### src/design/fetch_pkg.sv
`default_nettype none

package fetch_pkg;

    // Full 32-bit instruction word
    typedef logic [31:0] instr_t;

    // One 16-bit compressed parcel
    typedef logic [15:0] rvc_t;

    // Base opcodes, bits [6:0] of an expanded word
    localparam logic [6:0] OPC_OP     = 7'b0110011; // Register-register ALU
    localparam logic [6:0] OPC_OP_IMM = 7'b0010011; // Register-immediate ALU
    localparam logic [6:0] OPC_LUI    = 7'b0110111;
    localparam logic [6:0] OPC_LOAD   = 7'b0000011;
    localparam logic [6:0] OPC_STORE  = 7'b0100011;
    localparam logic [6:0] OPC_BRANCH = 7'b1100011;
    localparam logic [6:0] OPC_JAL    = 7'b1101111;
    localparam logic [6:0] OPC_JALR   = 7'b1100111;

    // Stack pointer, implicit base of the SP-relative forms
    localparam logic [4:0] RVC_SP_REG = 5'd2;

    // Bubble word for reset and flush
    // An all-zero word would decode as the illegal instruction, so EBREAK is used
    localparam instr_t EBREAK_INSTR = 32'h0010_0073;

endpackage

`default_nettype wire
### src/design/fetch_top.sv
`timescale 1ns/1ns
`default_nettype none

module fetch_top import fetch_pkg::*; #(
    parameter int PC_WIDTH = 18
) (
    input  logic                clk_i,
    input  logic                rst_i,

    // Pipeline control
    input  logic                stall_i,
    input  logic                flush_i,
    input  logic                redirect_valid_i,
    input  logic [PC_WIDTH-1:0] redirect_pc_i,

    // Instruction memory, read in the same cycle
    input  instr_t              imem_data_i,
    output logic [PC_WIDTH-1:0] imem_addr_o,

    // To decode
    output instr_t              dec_instr_o,
    output logic [PC_WIDTH-1:0] dec_pc_o,
    output logic [PC_WIDTH-1:0] dec_pc_next_o
);

    logic [PC_WIDTH-1:0] pc;
    logic [PC_WIDTH-1:0] pc_next_seq;
    logic                is_compressed;
    instr_t              instr_full;

    fetch_pc_gen #(
        .PC_WIDTH (PC_WIDTH)
    ) u_pc_gen (
        .clk_i            (clk_i),
        .rst_i            (rst_i),
        .stall_i          (stall_i),
        .redirect_valid_i (redirect_valid_i),
        .redirect_pc_i    (redirect_pc_i),
        .is_compressed_i  (is_compressed),
        .pc_o             (pc),
        .pc_next_seq_o    (pc_next_seq)
    );

    assign imem_addr_o = pc;

    rvc_expander u_rvc_expander (
        .instr_raw_i     (imem_data_i),
        .is_compressed_o (is_compressed),
        .instr_o         (instr_full)
    );

    fetch_stage_reg #(
        .PC_WIDTH (PC_WIDTH)
    ) u_stage_reg (
        .clk_i         (clk_i),
        .rst_i         (rst_i),
        .stall_i       (stall_i),
        .flush_i       (flush_i),
        .instr_i       (instr_full),
        .pc_i          (pc),
        .pc_next_seq_i (pc_next_seq),
        .dec_instr_o   (dec_instr_o),
        .dec_pc_o      (dec_pc_o),
        .dec_pc_next_o (dec_pc_next_o)
    );

endmodule

`default_nettype wire

### src/design/fetch_stage_reg.sv
`timescale 1ns/1ns
`default_nettype none

module fetch_stage_reg import fetch_pkg::*; #(
    parameter int PC_WIDTH = 18
) (
    input  logic                clk_i,
    input  logic                rst_i,
    input  logic                stall_i,
    input  logic                flush_i,
    input  instr_t              instr_i,
    input  logic [PC_WIDTH-1:0] pc_i,
    input  logic [PC_WIDTH-1:0] pc_next_seq_i,
    output instr_t              dec_instr_o,
    output logic [PC_WIDTH-1:0] dec_pc_o,
    output logic [PC_WIDTH-1:0] dec_pc_next_o
);

    instr_t              instr_q;
    logic [PC_WIDTH-1:0] pc_q;
    logic [PC_WIDTH-1:0] pc_next_q;

    always_ff @(posedge clk_i) begin
        if (rst_i) begin
            instr_q   <= EBREAK_INSTR; // Decode starts on a bubble
            pc_q      <= '0;
            pc_next_q <= '0;
        end else if (!stall_i) begin
            instr_q   <= flush_i ? EBREAK_INSTR : instr_i;
            pc_q      <= pc_i;
            pc_next_q <= pc_next_seq_i; // Sequential address, even after a redirect
        end
    end

    assign dec_instr_o   = instr_q;
    assign dec_pc_o      = pc_q;
    assign dec_pc_next_o = pc_next_q;

endmodule

`default_nettype wire

### src/design/fetch_pc_gen.sv
`timescale 1ns/1ns
`default_nettype none

module fetch_pc_gen #(
    parameter int PC_WIDTH = 18 // Halfword address width
) (
    input  logic                clk_i,
    input  logic                rst_i,
    input  logic                stall_i,
    input  logic                redirect_valid_i,
    input  logic [PC_WIDTH-1:0] redirect_pc_i,
    input  logic                is_compressed_i,
    output logic [PC_WIDTH-1:0] pc_o,
    output logic [PC_WIDTH-1:0] pc_next_seq_o
);

    logic [PC_WIDTH-1:0] pc_q;
    logic [PC_WIDTH-1:0] pc_d;
    logic [1:0]          step;

    // One halfword for a compressed parcel, two for a full word
    assign step = is_compressed_i ? 2'd1 : 2'd2;

    assign pc_next_seq_o = pc_q + {{(PC_WIDTH-2){1'b0}}, step};

    // Redirect overrides the fall-through
    assign pc_d = redirect_valid_i ? redirect_pc_i : pc_next_seq_o;

    always_ff @(posedge clk_i) begin
        if (rst_i) begin
            pc_q <= '0;
        end else if (!stall_i) begin
            pc_q <= pc_d; // Also drops the redirect strobe when stalled
        end
    end

    assign pc_o = pc_q;

endmodule

`default_nettype wire

### src/design/rvc_expander.sv
`timescale 1ns/1ns
`default_nettype none

module rvc_expander import fetch_pkg::*; (
    input  instr_t instr_raw_i,
    output logic   is_compressed_o,
    output instr_t instr_o
);

    rvc_t       c;
    logic [4:0] rd;        // Full register fields
    logic [4:0] rs2;
    logic [4:0] rp_hi;     // Primed fields, x8 to x15
    logic [4:0] rp_lo;
    instr_t     expanded;

    assign c     = instr_raw_i[15:0];
    assign rd    = c[11:7];
    assign rs2   = c[6:2];
    assign rp_hi = {2'b01, c[9:7]};
    assign rp_lo = {2'b01, c[4:2]};

    // Quadrant 3 is the only 32-bit encoding
    assign is_compressed_o = (c[1:0] != 2'b11);
    assign instr_o         = is_compressed_o ? expanded : instr_raw_i;

    always_comb begin
        expanded = '0; // Anything not matched below stays illegal
        case (c[1:0])
            // Quadrant 0
            2'b00: begin
                case (c[15:13])
                    3'b000: begin // c.addi4spn, zero immediate is reserved
                        if (c[12:5] != 8'b0) begin
                            expanded = {2'b00, c[10:7], c[12:11], c[5], c[6], 2'b00,
                                        RVC_SP_REG, 3'b000, rp_lo, OPC_OP_IMM};
                        end
                    end
                    3'b010: begin // c.lw
                        expanded = {5'b0, c[5], c[12:10], c[6], 2'b00,
                                    rp_hi, 3'b010, rp_lo, OPC_LOAD};
                    end
                    3'b110: begin // c.sw
                        expanded = {5'b0, c[5], c[12], rp_lo, rp_hi, 3'b010,
                                    c[11:10], c[6], 2'b00, OPC_STORE};
                    end
                    default: ;
                endcase
            end
            // Quadrant 1
            2'b01: begin
                case (c[15:13])
                    3'b000: begin // c.addi and c.nop
                        expanded = {{7{c[12]}}, c[6:2], rd, 3'b000, rd, OPC_OP_IMM};
                    end
                    3'b001, 3'b101: begin // c.jal links x1, c.j links x0
                        expanded = {c[12], c[8], c[10:9], c[6], c[7], c[2], c[11], c[5:3],
                                    c[12], {8{c[12]}}, 4'b0, ~c[15], OPC_JAL};
                    end
                    3'b010: begin // c.li
                        expanded = {{7{c[12]}}, c[6:2], 5'd0, 3'b000, rd, OPC_OP_IMM};
                    end
                    3'b011: begin
                        if (rd == RVC_SP_REG) begin
                            if ({c[12], c[6:2]} != 6'b0) begin // c.addi16sp
                                expanded = {{3{c[12]}}, c[4:3], c[5], c[2], c[6], 4'b0,
                                            RVC_SP_REG, 3'b000, RVC_SP_REG, OPC_OP_IMM};
                            end
                        end else if ({c[12], c[6:2]} != 6'b0) begin // c.lui
                            expanded = {{15{c[12]}}, c[6:2], rd, OPC_LUI};
                        end
                    end
                    3'b100: begin
                        case (c[11:10])
                            2'b00, 2'b01: begin // c.srli, c.srai
                                if (!c[12]) begin // shamt[5] must be 0 on RV32
                                    expanded = {1'b0, c[10], 5'b0, c[6:2],
                                                rp_hi, 3'b101, rp_hi, OPC_OP_IMM};
                                end
                            end
                            2'b10: begin // c.andi
                                expanded = {{7{c[12]}}, c[6:2], rp_hi, 3'b111, rp_hi, OPC_OP_IMM};
                            end
                            default: begin
                                if (!c[12]) begin // Bit 12 set is RV64 only
                                    case (c[6:5])
                                        2'b00: expanded = {7'b0100000, rp_lo, rp_hi,
                                                           3'b000, rp_hi, OPC_OP}; // c.sub
                                        2'b01: expanded = {7'b0, rp_lo, rp_hi,
                                                           3'b100, rp_hi, OPC_OP}; // c.xor
                                        2'b10: expanded = {7'b0, rp_lo, rp_hi,
                                                           3'b110, rp_hi, OPC_OP}; // c.or
                                        default: expanded = {7'b0, rp_lo, rp_hi,
                                                             3'b111, rp_hi, OPC_OP}; // c.and
                                    endcase
                                end
                            end
                        endcase
                    end
                    default: begin // c.beqz and c.bnez, bit 13 picks the funct3
                        expanded = {c[12], {3{c[12]}}, c[6:5], c[2], 5'd0, rp_hi,
                                    2'b00, c[13], c[11:10], c[4:3], c[12], OPC_BRANCH};
                    end
                endcase
            end
            // Quadrant 2
            2'b10: begin
                case (c[15:13])
                    3'b000: begin // c.slli
                        if (!c[12]) begin
                            expanded = {7'b0, c[6:2], rd, 3'b001, rd, OPC_OP_IMM};
                        end
                    end
                    3'b010: begin // c.lwsp, rd of x0 is reserved
                        if (rd != 5'd0) begin
                            expanded = {4'b0, c[3:2], c[12], c[6:4], 2'b00,
                                        RVC_SP_REG, 3'b010, rd, OPC_LOAD};
                        end
                    end
                    3'b100: begin
                        if (!c[12]) begin
                            if (rs2 == 5'd0) begin
                                if (rd != 5'd0) begin // c.jr
                                    expanded = {12'b0, rd, 3'b000, 5'd0, OPC_JALR};
                                end
                            end else begin // c.mv
                                expanded = {7'b0, rs2, 5'd0, 3'b000, rd, OPC_OP};
                            end
                        end else if (rs2 == 5'd0) begin
                            if (rd == 5'd0) begin
                                expanded = EBREAK_INSTR; // c.ebreak
                            end else begin // c.jalr
                                expanded = {12'b0, rd, 3'b000, 5'd1, OPC_JALR};
                            end
                        end else begin // c.add
                            expanded = {7'b0, rs2, rd, 3'b000, rd, OPC_OP};
                        end
                    end
                    3'b110: begin // c.swsp
                        expanded = {4'b0, c[8:7], c[12], rs2, RVC_SP_REG, 3'b010,
                                    c[11:9], 2'b00, OPC_STORE};
                    end
                    default: ;
                endcase
            end
            default: ; // 32-bit word, bypassed at the output mux
        endcase
    end

endmodule

`default_nettype wire

### config.mk
export PLATFORM = sky130hd
export DESIGN_NAME = fetch_top
export DESIGN_NICKNAME = d
export VERILOG_FILES = /design/src/design/fetch_pkg.sv /design/src/design/fetch_top.sv /design/src/design/fetch_stage_reg.sv /design/src/design/fetch_pc_gen.sv /design/src/design/rvc_expander.sv
export SDC_FILE = /design/constraint.sdc
export NUM_CORES = 1
export LEC_CHECK = 0
export ABC_AREA = 1
export ABC_CLOCK_PERIOD_IN_PS = 2150
export BUFFER_PORTS_ARGS = -buffer_cell sky130_fd_sc_hd__clkbuf_2
export CAP_MARGIN = 10
export CELL_PAD_IN_SITES_DETAIL_PLACEMENT = 1
export CELL_PAD_IN_SITES_GLOBAL_PLACEMENT = 2
export CORE_MARGIN = 10
export CORE_UTILIZATION = 25
export CTS_CLUSTER_SIZE = 10
export DETAILED_ROUTE_END_ITERATION = 16
export HOLD_SLACK_MARGIN = 0.12
export PLACE_DENSITY_LB_ADDON = 0.08
export SETUP_SLACK_MARGIN = 0.2
export SLEW_MARGIN = 20
export SYNTH_ARGS = -nofsm -noshare
export SYNTH_HDL_FRONTEND = slang
export SYNTH_SLANG_ARGS = --single-unit
### constraint.sdc
create_clock -name clk_i -period 2.15 [get_ports clk_i]
set_input_delay 0 -clock clk_i [delete_from_list [all_inputs] [get_ports clk_i]]
set_output_delay 0 -clock clk_i [all_outputs]
set_load 0.01 [all_outputs]
==> run metrics, run 1 <==
fillcell total=2850; Synth warnings=0; initial core utilization=25.4%; post-route ant nets=0; routability cong.=0.942; die width=169 um; Worst Path Max Fanout=4; Post-Syn Area=5530 um^2; Post-DP HPWL=21200 um; min cycle time layout=1900 ps; Synth Register Bits=86; multi-input logic area=3350 um^2; Lkg Pwr=3.72 nW; total power per unit cell area=595 nW/um^2; CP Data Required Time=2440 ps; Rel. slew slack=61.5%; worst slack, placed=74.7 ps; clock insertion delay at the later pin of the skew report=350 ps; Hold Vio Cnt, Final=0; global-route wire length before repair=42100 um; Vias=6692; H-tree levels=3; share of cells above drive strength 1=24.9%; Worst-path clk slew=70 ps; Yosys cell types=39; Root Driver=clkbuf_16; vias in the first global route=6865; Worst Max-Slew Pin Slew=578 ps; smallest setup slack after layout=252 ps; drt first pass iters=5; sequential fraction of the synthesis area=31.2%; slowest stage delay, CP=350 ps; critical path, cell by cell=ha_4 -> inv_2 -> fa_2 -> nand3b_4 -> nor2_4 -> nand2_2 -> nor3_2 -> xor2_1 -> nand2_1 -> a21oi_1; TritonCTS buffer count=9; Hold Path Class=primary input to flip-flop; Final setup viols=0; CTS Sinks=86; Slowest-stage cell, CP=dfxtp_2; Post-route DRC=0; FP Rows=54; crit start category=flip-flop; Setup TNS Final=0 ps; top layer in use=met4; met3 WL post-DR=1160 um; Metal-1 WL=11900 um; outcome=finished clean; largest net degree at the start of global routing=69; clock buffer depth=2; routed length per instance=20.2 um; Setup crit end kind=flip-flop; Final nets=1140; GRT Residual Overflow=0; Setup Skew=9.64 ps; FF+latch area=1720 um^2; synthesis-to-finish area growth=37.0%; input/output buffers=140; total wire length=27600 um; max frequency=527 MHz; Final Max Tran Viols=0; initial antenna violation count=0; Max-Cap Viols=0; synthesized area per cell=6.23 um^2; syn_nets=945; die area=28500 um^2; peak supply drop=0.438 mV; metal2 WL=13600 um; kind of critical path=flip-flop to flip-flop; Core Area=21800 um^2; CTS tree=yes; Mapped Cells=887; Overall Global Routing Usage=18.9%; DRT iter0 DRCs=392; RSZ-0062 raised after global routing=true; n_diodes=0; IO Count=141; die height=169 um; vias per cell=4.90; CP Data Arrival Time=2190 ps; period utilization=88.3%
## kinds of logic after synthesis
| logic type | Yosys count | synth area share, % |
|---|---|---|
| AOI/OAI and AO/OA | 202 | 19.3 |
| xor gates and xnor gates | 14 | 2.22 |
| adders and majority gates | 3 | 0.815 |
| buffers and inverters | 125 | 9.40 |
| DFF | 86 | 31.2 |
| and+or+nand+nor | 457 | 37.1 |
## cell usage in the layout (no fill, tap or decap), drive strengths merged, types with 12 or more instances in the layout
master       instances
nand2              230
clkbuf             148
nor2               137
a21oi               91
o21ai               90
dfxtp               86
inv                 79
nand3               68
buf                 49
dlygate4sd3         43
nand4               12
## critical path, delay by kind of cell, from the launching register on
kind / cells / cell delay, ps
xor+xnor: 1 / 210
simple gates: 5 / 640
compound gates: 1 / 120
buf+inv: 1 / 30
flops: 1 / 350
fa+ha+maj: 2 / 480
## per-layer routing
metal,GRT usage [%],up-vias
li1,-,3289
met4,6.81,0
met2,33.1,187
met1,22.4,3171
met3,3.52,45
met5,0,-
## registers in the layout, summed over array words and instances, names as in the netlist
| signal | flops |
|---|---|
| u_pc_gen.pc_o | 18 |
| u_stage_reg.dec_instr_o | 32 |
| u_stage_reg.dec_pc_next_o | 18 |
| u_stage_reg.dec_pc_o | 18 |
## final timing paths
kind | slack (ps) | cells after the start | from | end
hold reg to reg | 460 | 2 | u_stage_reg.dec_instr_o[26] | u_stage_reg.dec_instr_o[26]
setup reg to reg | 250 | 10 | u_pc_gen.pc_o[0] | u_pc_gen.pc_o[14]
hold / removal | 140 | 3 | rst_i | u_stage_reg.dec_instr_o[0]
setup / recovery | 250 | 10 | u_pc_gen.pc_o[0] | u_pc_gen.pc_o[14]
## timing repair
action	4_1_cts	5_1_grt
pin swaps	2	4
gates resized for setup	2	13
setup endpoints to repair	9	14
hold buffers	43	0
endpoints found under the hold margin	40	0
buffers inserted	2	4
## final cells by class
| class | instances | area share, % |
|---|---|---|
| clock buffer | 9 | 2.98 |
| sequential | 86 | 22.8 |
| tap | 280 | 4.63 |
| clock inverter | 7 | 1.06 |
| inverter | 78 | 3.90 |
| multi-input combinational | 676 | 44.3 |
| timing repair buffer | 231 | 20.4 |
## stage by stage
step | hold WS (ps) | area [um^2] | cells | power, mW | util, %
after floorplan | 163 | 5570 | 887 | 2.34 | -
after CTS | 140 | 7510 | 1363 | 4.57 | 34.5
after global placement | 295 | 6750 | 1302 | 2.82 | 31.0
after detailed placement | 291 | 6750 | 1302 | 2.81 | 31.0
final | 143 | 7570 | 1367 | 4.50 | 34.8
after global routing | 172 | 7570 | 1367 | 4.76 | 34.8
## power by group
group | internal [mW] | total (mW) | switching, mW | leakage, nW
sequential | 1.69 | 1.76 | 0.0736 | 0.709
combinational | 0.400 | 1.09 | 0.687 | 2.87
clock | 0.914 | 1.66 | 0.743 | 0.143
total | 3.00 | 4.50 | 1.50 | 3.72
## Yosys cell counts (all sizes together)
library cell / n / share of area [%]
xnor2: 5 / 0.79
ha: 2 / 0.45
o31ai: 1 / 0.14
a31oi: 3 / 0.34
o21ai: 90 / 8.2
nor3: 7 / 0.63
o21bai: 1 / 0.14
clkbuf: 30 / 2.0
clkinv: 2 / 0.14
a21boi: 1 / 0.20
a21oi: 91 / 8.4
fa: 1 / 0.36
nor2: 137 / 11
xor2: 9 / 1.4
o211ai: 8 / 1.1
a221oi: 1 / 0.16
o22ai: 6 / 0.68
inv: 76 / 5.2
nand4: 12 / 1.4
nand3b: 3 / 0.48
dfxtp: 86 / 31
buf: 17 / 2.0
nand2: 230 / 17
nand3: 68 / 7.0
No activity file was read; power rests on OpenSTA's default activity.
==> run 2: changes to the inputs <==
--- a/config.mk
+++ b/config.mk
@@ -5,20 +5,20 @@
 export SDC_FILE = /design/constraint.sdc
 export NUM_CORES = 1
 export LEC_CHECK = 0
-export ABC_AREA = 1
+export ABC_AREA = 0
 export ABC_CLOCK_PERIOD_IN_PS = 2150
 export BUFFER_PORTS_ARGS = -buffer_cell sky130_fd_sc_hd__clkbuf_2
 export CAP_MARGIN = 10
 export CELL_PAD_IN_SITES_DETAIL_PLACEMENT = 1
 export CELL_PAD_IN_SITES_GLOBAL_PLACEMENT = 2
 export CORE_MARGIN = 10
-export CORE_UTILIZATION = 25
+export CORE_UTILIZATION = 27
 export CTS_CLUSTER_SIZE = 10
 export DETAILED_ROUTE_END_ITERATION = 16
 export HOLD_SLACK_MARGIN = 0.12
 export PLACE_DENSITY_LB_ADDON = 0.08
 export SETUP_SLACK_MARGIN = 0.2
-export SLEW_MARGIN = 20
+export SLEW_MARGIN = 15
 export SYNTH_ARGS = -nofsm -noshare
 export SYNTH_HDL_FRONTEND = slang
 export SYNTH_SLANG_ARGS = --single-unit
==> run 2 against run 1 <==
Effect of this change:
- hold slack worse by 12 ps
- first-iteration DRC count shrank 11%
- cell area is 3.3% higher
- critical endpoint is now u_pc_gen.pc_o[8]
- sequential share of layout area shrank 0.68 points
- final cell count is 10% lower
==> run metrics, run 2 <==
Final setup viols=0 (unchanged); Yosys cell types=84 (was 39); largest net degree at the start of global routing=29 (was 69); Worst Max-Slew Pin Slew=701 ps (was 578 ps); CTS tree=yes (unchanged); clock insertion delay at the later pin of the skew report=360 ps (was 350 ps); synth cell count leaders=nand2_1 (94), dfxtp_1 (86), nor2_1 (74) (was nand2_1 (217), nor2_1 (121), a21oi_1 (89)); RSZ-0062 raised after global routing=true (unchanged); CP Data Arrival Time=2260 ps (was 2190 ps); outcome=finished clean (unchanged); Worst Path Max Fanout=7 (was 4); Worst-path clk slew=80 ps (was 70 ps); top-count cell post-synth=nand2_1 (unchanged); H-tree levels=3 (unchanged); Sequential Power Share=38.7% (was 39.1%); Post-synth ARST share=0% (unchanged); NetSw=1.43 mW (was 1.50 mW); FP Rows=52 (was 54); max frequency=510 MHz (was 527 MHz); Setup Skew=10.9 ps (was 9.64 ps); commonest cells after routing, fill and taps aside=clkbuf_2 (140), nand2_1 (93), buf_4 (93) (was nand2_1 (215), clkbuf_2 (139), nor2_1 (119)); drt first pass iters=5 (unchanged); Synth Register Bits=86 (unchanged); GRT Residual Overflow=0 (unchanged); total wire length=27900 um (was 27600 um); Post-DP Area=7050 um^2 (was 6750 um^2); initial core utilization=27.6% (was 25.4%); global-route wire length before repair=42600 um (was 42100 um); Mapped Cells=746 (was 887); Power Total=4.41 mW (was 4.50 mW); clock power share=37.8% (was 36.8%); Max-Cap Viols=0 (unchanged); switching portion of total power=32.4% (was 33.4%); Core Area=20400 um^2 (was 21800 um^2); syn_nets=804 (was 945); R2R Path End=u_pc_gen.pc_o[8] (was u_pc_gen.pc_o[14]); EDFF count, synth=0 (unchanged); clock buffer depth=2 (unchanged); Post-Syn Area=5640 um^2 (was 5530 um^2); Hold Vio Cnt, Final=0 (unchanged); top_reg_cell synth=dfxtp_1 (unchanged); total power per unit cell area=564 nW/um^2 (was 595 nW/um^2); Rel. slew slack=53.2% (was 61.5%); R2R Setup Slk=190 ps (was 250 ps); Int Power=2.98 mW (was 3.00 mW); Synth top area share=30.5% (was 31.2%); most common cell after layout, fill and taps aside=clkbuf_2 (was nand2_1); Finished Cell Area=7820 um^2 (was 7570 um^2); synthesized area per cell=7.57 um^2 (was 6.23 um^2); period utilization=91.2% (was 88.3%); routed length per instance=22.8 um (was 20.2 um); Setup crit end=u_pc_gen.pc_o[8] (was u_pc_gen.pc_o[14]); initial antenna violation count=1 (was 0); Post-DP HPWL=21000 um (was 21200 um); vias in the first global route=7112 (was 6865); max reg flops=32 (unchanged); combinational power share=23.5% (was 24.1%); Setup TNS Final=0 ps (unchanged); reg2reg start=u_pc_gen.pc_o[0] (unchanged); die area=27100 um^2 (was 28500 um^2); CTS Sinks=86 (unchanged); TritonCTS buffer count=9 (unchanged); share of cells above drive strength 1=30.7% (was 24.9%); routability cong.=0.932 (was 0.942); Overall Global Routing Usage=20.2% (was 18.9%); DRT iter0 DRCs=350 (was 392); worst setup path start=u_pc_gen.pc_o[0] (unchanged); synthesis-to-finish area growth=38.6% (was 37.0%); sequential fraction of the synthesis area=30.5% (was 31.2%); vias per cell=5.48 (was 4.90); Synth warnings=0 (unchanged); die width=165 um (was 169 um); kind of critical path=flip-flop to flip-flop (unchanged); peak supply drop=0.400 mV (was 0.438 mV); CP Data Required Time=2440 ps (about the same); Setup crit end kind=flip-flop (unchanged); post-route ant nets=0 (unchanged); input/output buffers=140 (unchanged); Final Max Tran Viols=0 (unchanged); die height=165 um (was 169 um); Post-route DRC=0 (unchanged); min cycle time layout=1960 ps (was 1900 ps); crit start category=flip-flop (unchanged); IO Count=141 (unchanged); Root Driver=clkbuf_16 (unchanged); Vias=6713 (was 6692); Final nets=1007 (was 1140); Hold Path Class=primary input to flip-flop (unchanged); top post-synthesis cells by area=dfxtp_1 (31%), nand2_1 (6.3%), a21oi_1 (5.1%) (was dfxtp_1 (31%), nand2_1 (15%), nor2_1 (8.2%)); cell taking the most area after synthesis=dfxtp_1 (unchanged); Lkg Pwr=3.25 nW (was 3.72 nW); Worst R2R Path Depth=8 (was 10)
==> run 2: critical path: stages, from the launching register on <==
cell	delay (ps)
dfxtp_2	360
ha_4	140
inv_2	30
fa_2	330
and4b_4	420
and4_4	270
a22o_1	130
nand2_1	60
a21oi_2	150
==> run 2: repair_timing <==
action | CTS | global route
gates resized for setup | 9 | 16
pin swaps | 3 | 14
hold buffers | 32 | 0
cloned | 0 | 0
setup buffers | 2 | 4
endpoints found under the hold margin | 31 | 0
endpoints found under the setup margin | 12 | 15
==> run 2: how the worst min path moves through the flow <==
stage	startpoint	to	cells after the start
after floorplan	imem_data_i[17]	u_stage_reg.dec_instr_o[17]	2
after global placement	imem_data_i[17]	u_stage_reg.dec_instr_o[17]	3
after detailed placement	redirect_pc_i[7]	u_pc_gen.pc_o[7]	3
after CTS	imem_data_i[4]	u_stage_reg.dec_instr_o[22]	4
after global routing	imem_data_i[4]	u_stage_reg.dec_instr_o[22]	4
final	stall_i	u_stage_reg.dec_pc_o[1]	3
==> run 2: cell type report <==
class / instances / area (um^2)
Timing Repair Buffer: 267 / 1750
Inverter: 14 / 52.6
Multi-Input combinational cell: 571 / 3650
Sequential cell: 86 / 1730
Antenna cell: 1 / 2.50
Fill cell: 2472 / 12600
Clock inverter: 6 / 71.3
Clock buffer: 9 / 225
Tap cell: 270 / 338
==> run 2: power groups by stage <==
| stage | logic, mW | registers (mW) | clock network [mW] |
|---|---|---|---|
| after global routing | 1.12 | 1.72 | 1.77 |
| after global placement | 0.952 | 1.74 | 0 |
| final | 1.04 | 1.71 | 1.67 |
| after floorplan | 0.489 | 1.77 | 0 |
| after detailed placement | 0.958 | 1.74 | 0 |
| after CTS | 1.01 | 1.71 | 1.72 |
==> run 2: routing by layer <==
| metal | routed length [um] | vias up | GRT usage (%) |
|---|---|---|---|
| met5 | 0 | - | 0 |
| met4 | 767 | 0 | 6.96 |
| met3 | 2210 | 52 | 5.88 |
| met2 | 12000 | 243 | 29.8 |
| met1 | 12900 | 3254 | 27.5 |
| li1 | - | 3164 | - |
==> run 2: kinds of logic after synthesis <==
kind of cell             synth area share, %
AND/OR/NAND/NOR                         23.9
multiplexers                            5.21
flip-flops                              30.5
XOR/XNOR                                2.48
adder cells (fa/ha/maj)                0.798
AO/OA/AOI/OAI                           30.2
buffers and inverters                   6.89
==> run 2: stage by stage <==
stage          worst slack [ps]  hold slack, ps  instances  utilization (%)
6_report                    189             132       1224             38.3
5_1_grt                     111             158       1223             38.3
4_1_cts                     171             135       1219             37.8
3_5_place_dp               26.1             291       1170             34.5
3_3_place_gp                110             259       1170             34.5
2_1_floorplan               208             151        746                -
==> run 3: changes to the inputs <==
--- a/config.mk
+++ b/config.mk
@@ -6,13 +6,13 @@
 export NUM_CORES = 1
 export LEC_CHECK = 0
 export ABC_AREA = 0
-export ABC_CLOCK_PERIOD_IN_PS = 2150
+export ABC_CLOCK_PERIOD_IN_PS = 2180
 export BUFFER_PORTS_ARGS = -buffer_cell sky130_fd_sc_hd__clkbuf_2
 export CAP_MARGIN = 10
 export CELL_PAD_IN_SITES_DETAIL_PLACEMENT = 1
 export CELL_PAD_IN_SITES_GLOBAL_PLACEMENT = 2
 export CORE_MARGIN = 10
-export CORE_UTILIZATION = 27
+export CORE_UTILIZATION = 31
 export CTS_CLUSTER_SIZE = 10
 export DETAILED_ROUTE_END_ITERATION = 16
 export HOLD_SLACK_MARGIN = 0.12
@@ -21,4 +21,5 @@
 export SLEW_MARGIN = 15
 export SYNTH_ARGS = -nofsm -noshare
 export SYNTH_HDL_FRONTEND = slang
+export SYNTH_HIERARCHICAL = 1
 export SYNTH_SLANG_ARGS = --single-unit
==> constraint.sdc (replaced) <==
create_clock -name clk_i -period 2.18 [get_ports clk_i]
set_input_delay 0 -clock clk_i [delete_from_list [all_inputs] [get_ports clk_i]]
set_output_delay 0 -clock clk_i [all_outputs]
set_load 0.01 [all_outputs]
==> run 3 against run 2 <==
Effect of this change:
- global-route usage increased by 1.2 points
- highest routed layer unchanged
- non-clock buffer count increased by 14
- final cell count decreased by 0.65%
- synthesized cell count increased by 1.1%
- routed wire length decreased by 4.1%
- flip-flop and latch count unchanged
- setup slack got worse by 15 ps
- critical endpoint is now u_pc_gen/pc_o[12]
- clock skew decreased by 1.1 ps
- power decreased by 2.6%
==> run metrics, run 3 <==
slowest stage delay, CP=370 ps (was 420 ps); Min-Delay Startpoint=imem_data_i[24] (was stall_i); CP Data Arrival Time=2270 ps (was 2260 ps); min cycle time layout=2010 ps (was 1960 ps); commonest cells after routing, fill and taps aside=clkbuf_2 (138), buf_4 (111), dfxtp_1 (84) (was clkbuf_2 (140), nand2_1 (93), buf_4 (93)); combinational power share=24.7% (was 23.5%); share of cells above drive strength 1=32.4% (was 30.7%); TritonCTS buffer count=9 (unchanged); Worst R2R Path Depth=7 (was 8); outcome=finished clean (unchanged); Core Area=18600 um^2 (was 20400 um^2); clock insertion delay at the later pin of the skew report=350 ps (was 360 ps); max reg flops=32 (unchanged); Post-route DRC=0 (unchanged); Setup TNS Final=0 ps (unchanged); routed length per instance=22.0 um (was 22.8 um); Setup crit end kind=flip-flop (unchanged); synthesis-to-finish area growth=36.7% (was 38.6%); GRT Residual Overflow=0 (unchanged); IO Count=141 (unchanged); kind of critical path=flip-flop to flip-flop (unchanged); global-route wire length before repair=42200 um (was 42600 um); Final nets=1035 (was 1007); Setup Skew=9.80 ps (was 10.9 ps); Worst-path clk slew=70 ps (was 80 ps); peak supply drop=0.369 mV (was 0.400 mV); top_reg_cell synth=dfxtp_1 (unchanged); Synth top area share=29.4% (was 30.5%); CP Data Required Time=2450 ps (was 2440 ps); Overall Global Routing Usage=21.5% (was 20.2%); Worst Max-Slew Pin Slew=678 ps (was 701 ps); sequential fraction of the synthesis area=29.4% (was 30.5%); die width=158 um (was 165 um); Top delay family on crit path=compound AO/OA/AOI/OAI gates (was simple AND/OR/NAND/NOR gates); post-route ant nets=0 (unchanged); clock buffer depth=2 (unchanged); max frequency=498 MHz (was 510 MHz); DRT iter0 DRCs=392 (was 350); NetSw=1.37 mW (was 1.43 mW); period utilization=92.0% (was 91.2%); Worst path depth=7 (was 8); Int Power=2.93 mW (was 2.98 mW); Root Driver=clkbuf_16 (unchanged); initial core utilization=31.5% (was 27.6%); R2R Setup Slk=170 ps (was 190 ps); total wire length=26800 um (was 27900 um); CTS tree=yes (unchanged); largest net degree at the start of global routing=60 (was 29); top-count cell post-synth=dfxtp_1 (was nand2_1); H-tree levels=3 (unchanged); drt first pass iters=5 (unchanged); synth cell count leaders=dfxtp_1 (86), nor2_1 (81), nand2_1 (72) (was nand2_1 (94), dfxtp_1 (86), nor2_1 (74)); dpl cells=1168 (was 1170); EDFF count, synth=0 (unchanged); Slowest-stage cell, CP=or3_4 (was and4b_4); Mapped Cells=754 (was 746); Synth Register Bits=86 (unchanged); R2R Path End=u_pc_gen/pc_o[12] (was u_pc_gen.pc_o[8]); crit start category=flip-flop (unchanged); vias in the first global route=7173 (was 7112); Worst Path Max Fanout=6 (was 7); Final setup viols=0 (unchanged); Hold Path Class=primary input to flip-flop (unchanged); Post-Syn Area=5870 um^2 (was 5640 um^2); most common cell after layout, fill and taps aside=clkbuf_2 (unchanged); routability cong.=0.945 (was 0.932); WP buf/inv=1 (unchanged); CTS Sinks=86 (unchanged); Synth warnings=6 (was 0); Final Max Tran Viols=0 (unchanged); critical path, cell by cell=ha_4 -> inv_2 -> fa_2 -> nand2b_4 -> or3_4 -> o41a_1 -> a221oi_2 (was ha_4 -> inv_2 -> fa_2 -> and4b_4 -> and4_4 -> a22o_1 -> nand2_1 -> a21oi_2); Sequential Power Share=39.3% (was 38.7%); Setup crit end=u_pc_gen/pc_o[12] (was u_pc_gen.pc_o[8]); Hold Vio Cnt, Final=0 (unchanged); n_diodes=0 (was 1); hold_ws=143 ps (was 132 ps); total power per unit cell area=536 nW/um^2 (was 564 nW/um^2); worst setup path start=u_pc_gen/pc_o[0] (was u_pc_gen.pc_o[0]); Post-DP HPWL=20500 um (was 21000 um); initial antenna violation count=0 (was 1); cell taking the most area after synthesis=dfxtp_1 (unchanged); clock power share=35.9% (was 37.8%); Rel. slew slack=54.8% (was 53.2%); Vias=6708 (was 6713); FP Rows=50 (was 52); RSZ-0062 raised after global routing=true (unchanged); Max-Cap Viols=0 (unchanged); fillcell total=2310 (was 2472); vias per cell=5.52 (was 5.48); synthesized area per cell=7.78 um^2 (was 7.57 um^2); syn_nets=812 (was 804); Post-synth ARST share=0% (unchanged); die area=24800 um^2 (was 27100 um^2); switching portion of total power=31.9% (was 32.4%); Yosys cell types=80 (was 84); reg2reg start=u_pc_gen/pc_o[0] (was u_pc_gen.pc_o[0]); input/output buffers=140 (unchanged); top post-synthesis cells by area=dfxtp_1 (29%), mux2i_1 (6.3%), nor2_1 (5.2%) (was dfxtp_1 (31%), nand2_1 (6.3%), a21oi_1 (5.1%)); die height=158 um (was 165 um); Lkg Pwr=3.40 nW (was 3.25 nW); Cell Count, Final, Fillers Out=1216 (was 1224)
## run 3: cell families (layout without fill, tap and decap cells)
| family | count (synthesis) | count (layout) | share of synthesized area [%] |
|---|---|---|---|
| AOI/OAI and AO/OA | 238 | 238 | 29.8 |
| and+or+nand+nor | 283 | 283 | 24.1 |
| DFF | 86 | 86 | 29.4 |
| adders and majority gates | 3 | 3 | 0.768 |
| muxes | 38 | 38 | 6.51 |
| xor gates and xnor gates | 15 | 15 | 2.24 |
| buffers and inverters | 91 | 319 | 7.30 |
## run 3: routing by layer
layer  share of wire [%]  wire length [um]  vias to the layer above  track usage, %
met5                   0                 0                        -               0
met4                 1.9               507                        0            6.37
met3                 6.3              1690                       34            5.90
met2                  44             11800                      177            32.5
met1                  48             12700                     3287            29.0
li1                    -                 -                     3210               -
## run 3: through the flow
stage | power (mW) | setup WS, ps | utilization (%) | area (um^2)
after floorplan | 2.28 | -161 | - | 5940
after global placement | 2.71 | 61.2 | 39.6 | 7390
after detailed placement | 2.73 | -6.61 | 39.6 | 7390
after CTS | 4.34 | 175 | 42.9 | 8000
after global routing | 4.53 | 79.3 | 43.0 | 8020
final | 4.30 | 173 | 43.0 | 8020
## run 3: layout make-up
class	instances	area (um^2)	area share, %
Clock buffer	11	253	3.15
Tap cell	234	293	3.65
Clock inverter	5	40.0	0.499
Multi-Input combinational cell	577	3760	46.9
Inverter	22	82.6	1.03
Sequential cell	86	1720	21.5
Timing Repair Buffer	281	1870	23.3
## run 3: power groups by stage
stage               combinational (mW)  sequential, mW  clock (mW)
global placement                 0.991            1.72           0
detailed placement                1.01            1.72           0
global route                      1.16            1.70        1.68
CTS                               1.05            1.69        1.60
finish                            1.06            1.69        1.54
floorplan                        0.538            1.74           0
## run 3: worst min path at each step
stage,to,slack [ps],cells after the start
finish,u_stage_reg/dec_instr_o[24],140,5
global route,u_stage_reg/dec_instr_o[30],170,4
CTS,u_stage_reg/dec_instr_o[24],140,5
detailed placement,u_pc_gen/pc_o[15],300,3
global placement,u_pc_gen/pc_o[14],290,3
floorplan,u_stage_reg/dec_instr_o[30],180,2
## run 3: worst reg2reg max path, stage by stage, from the launching register on
cell and delay, ps:
dfxtp_2 360, ha_4 140, inv_2 30, fa_2 330, nand2b_4 150, or3_4 370, o41a_1 330, a221oi_2 220
## run 3: timing repair
item | 4_1_cts | 5_1_grt
resized for setup | 4 | 4
hold buffers | 29 | 0
hold endpoints to repair | 37 | 0
setup endpoints to repair | 4 | 12
pin swaps | 0 | 3
setup buffers | 2 | 1
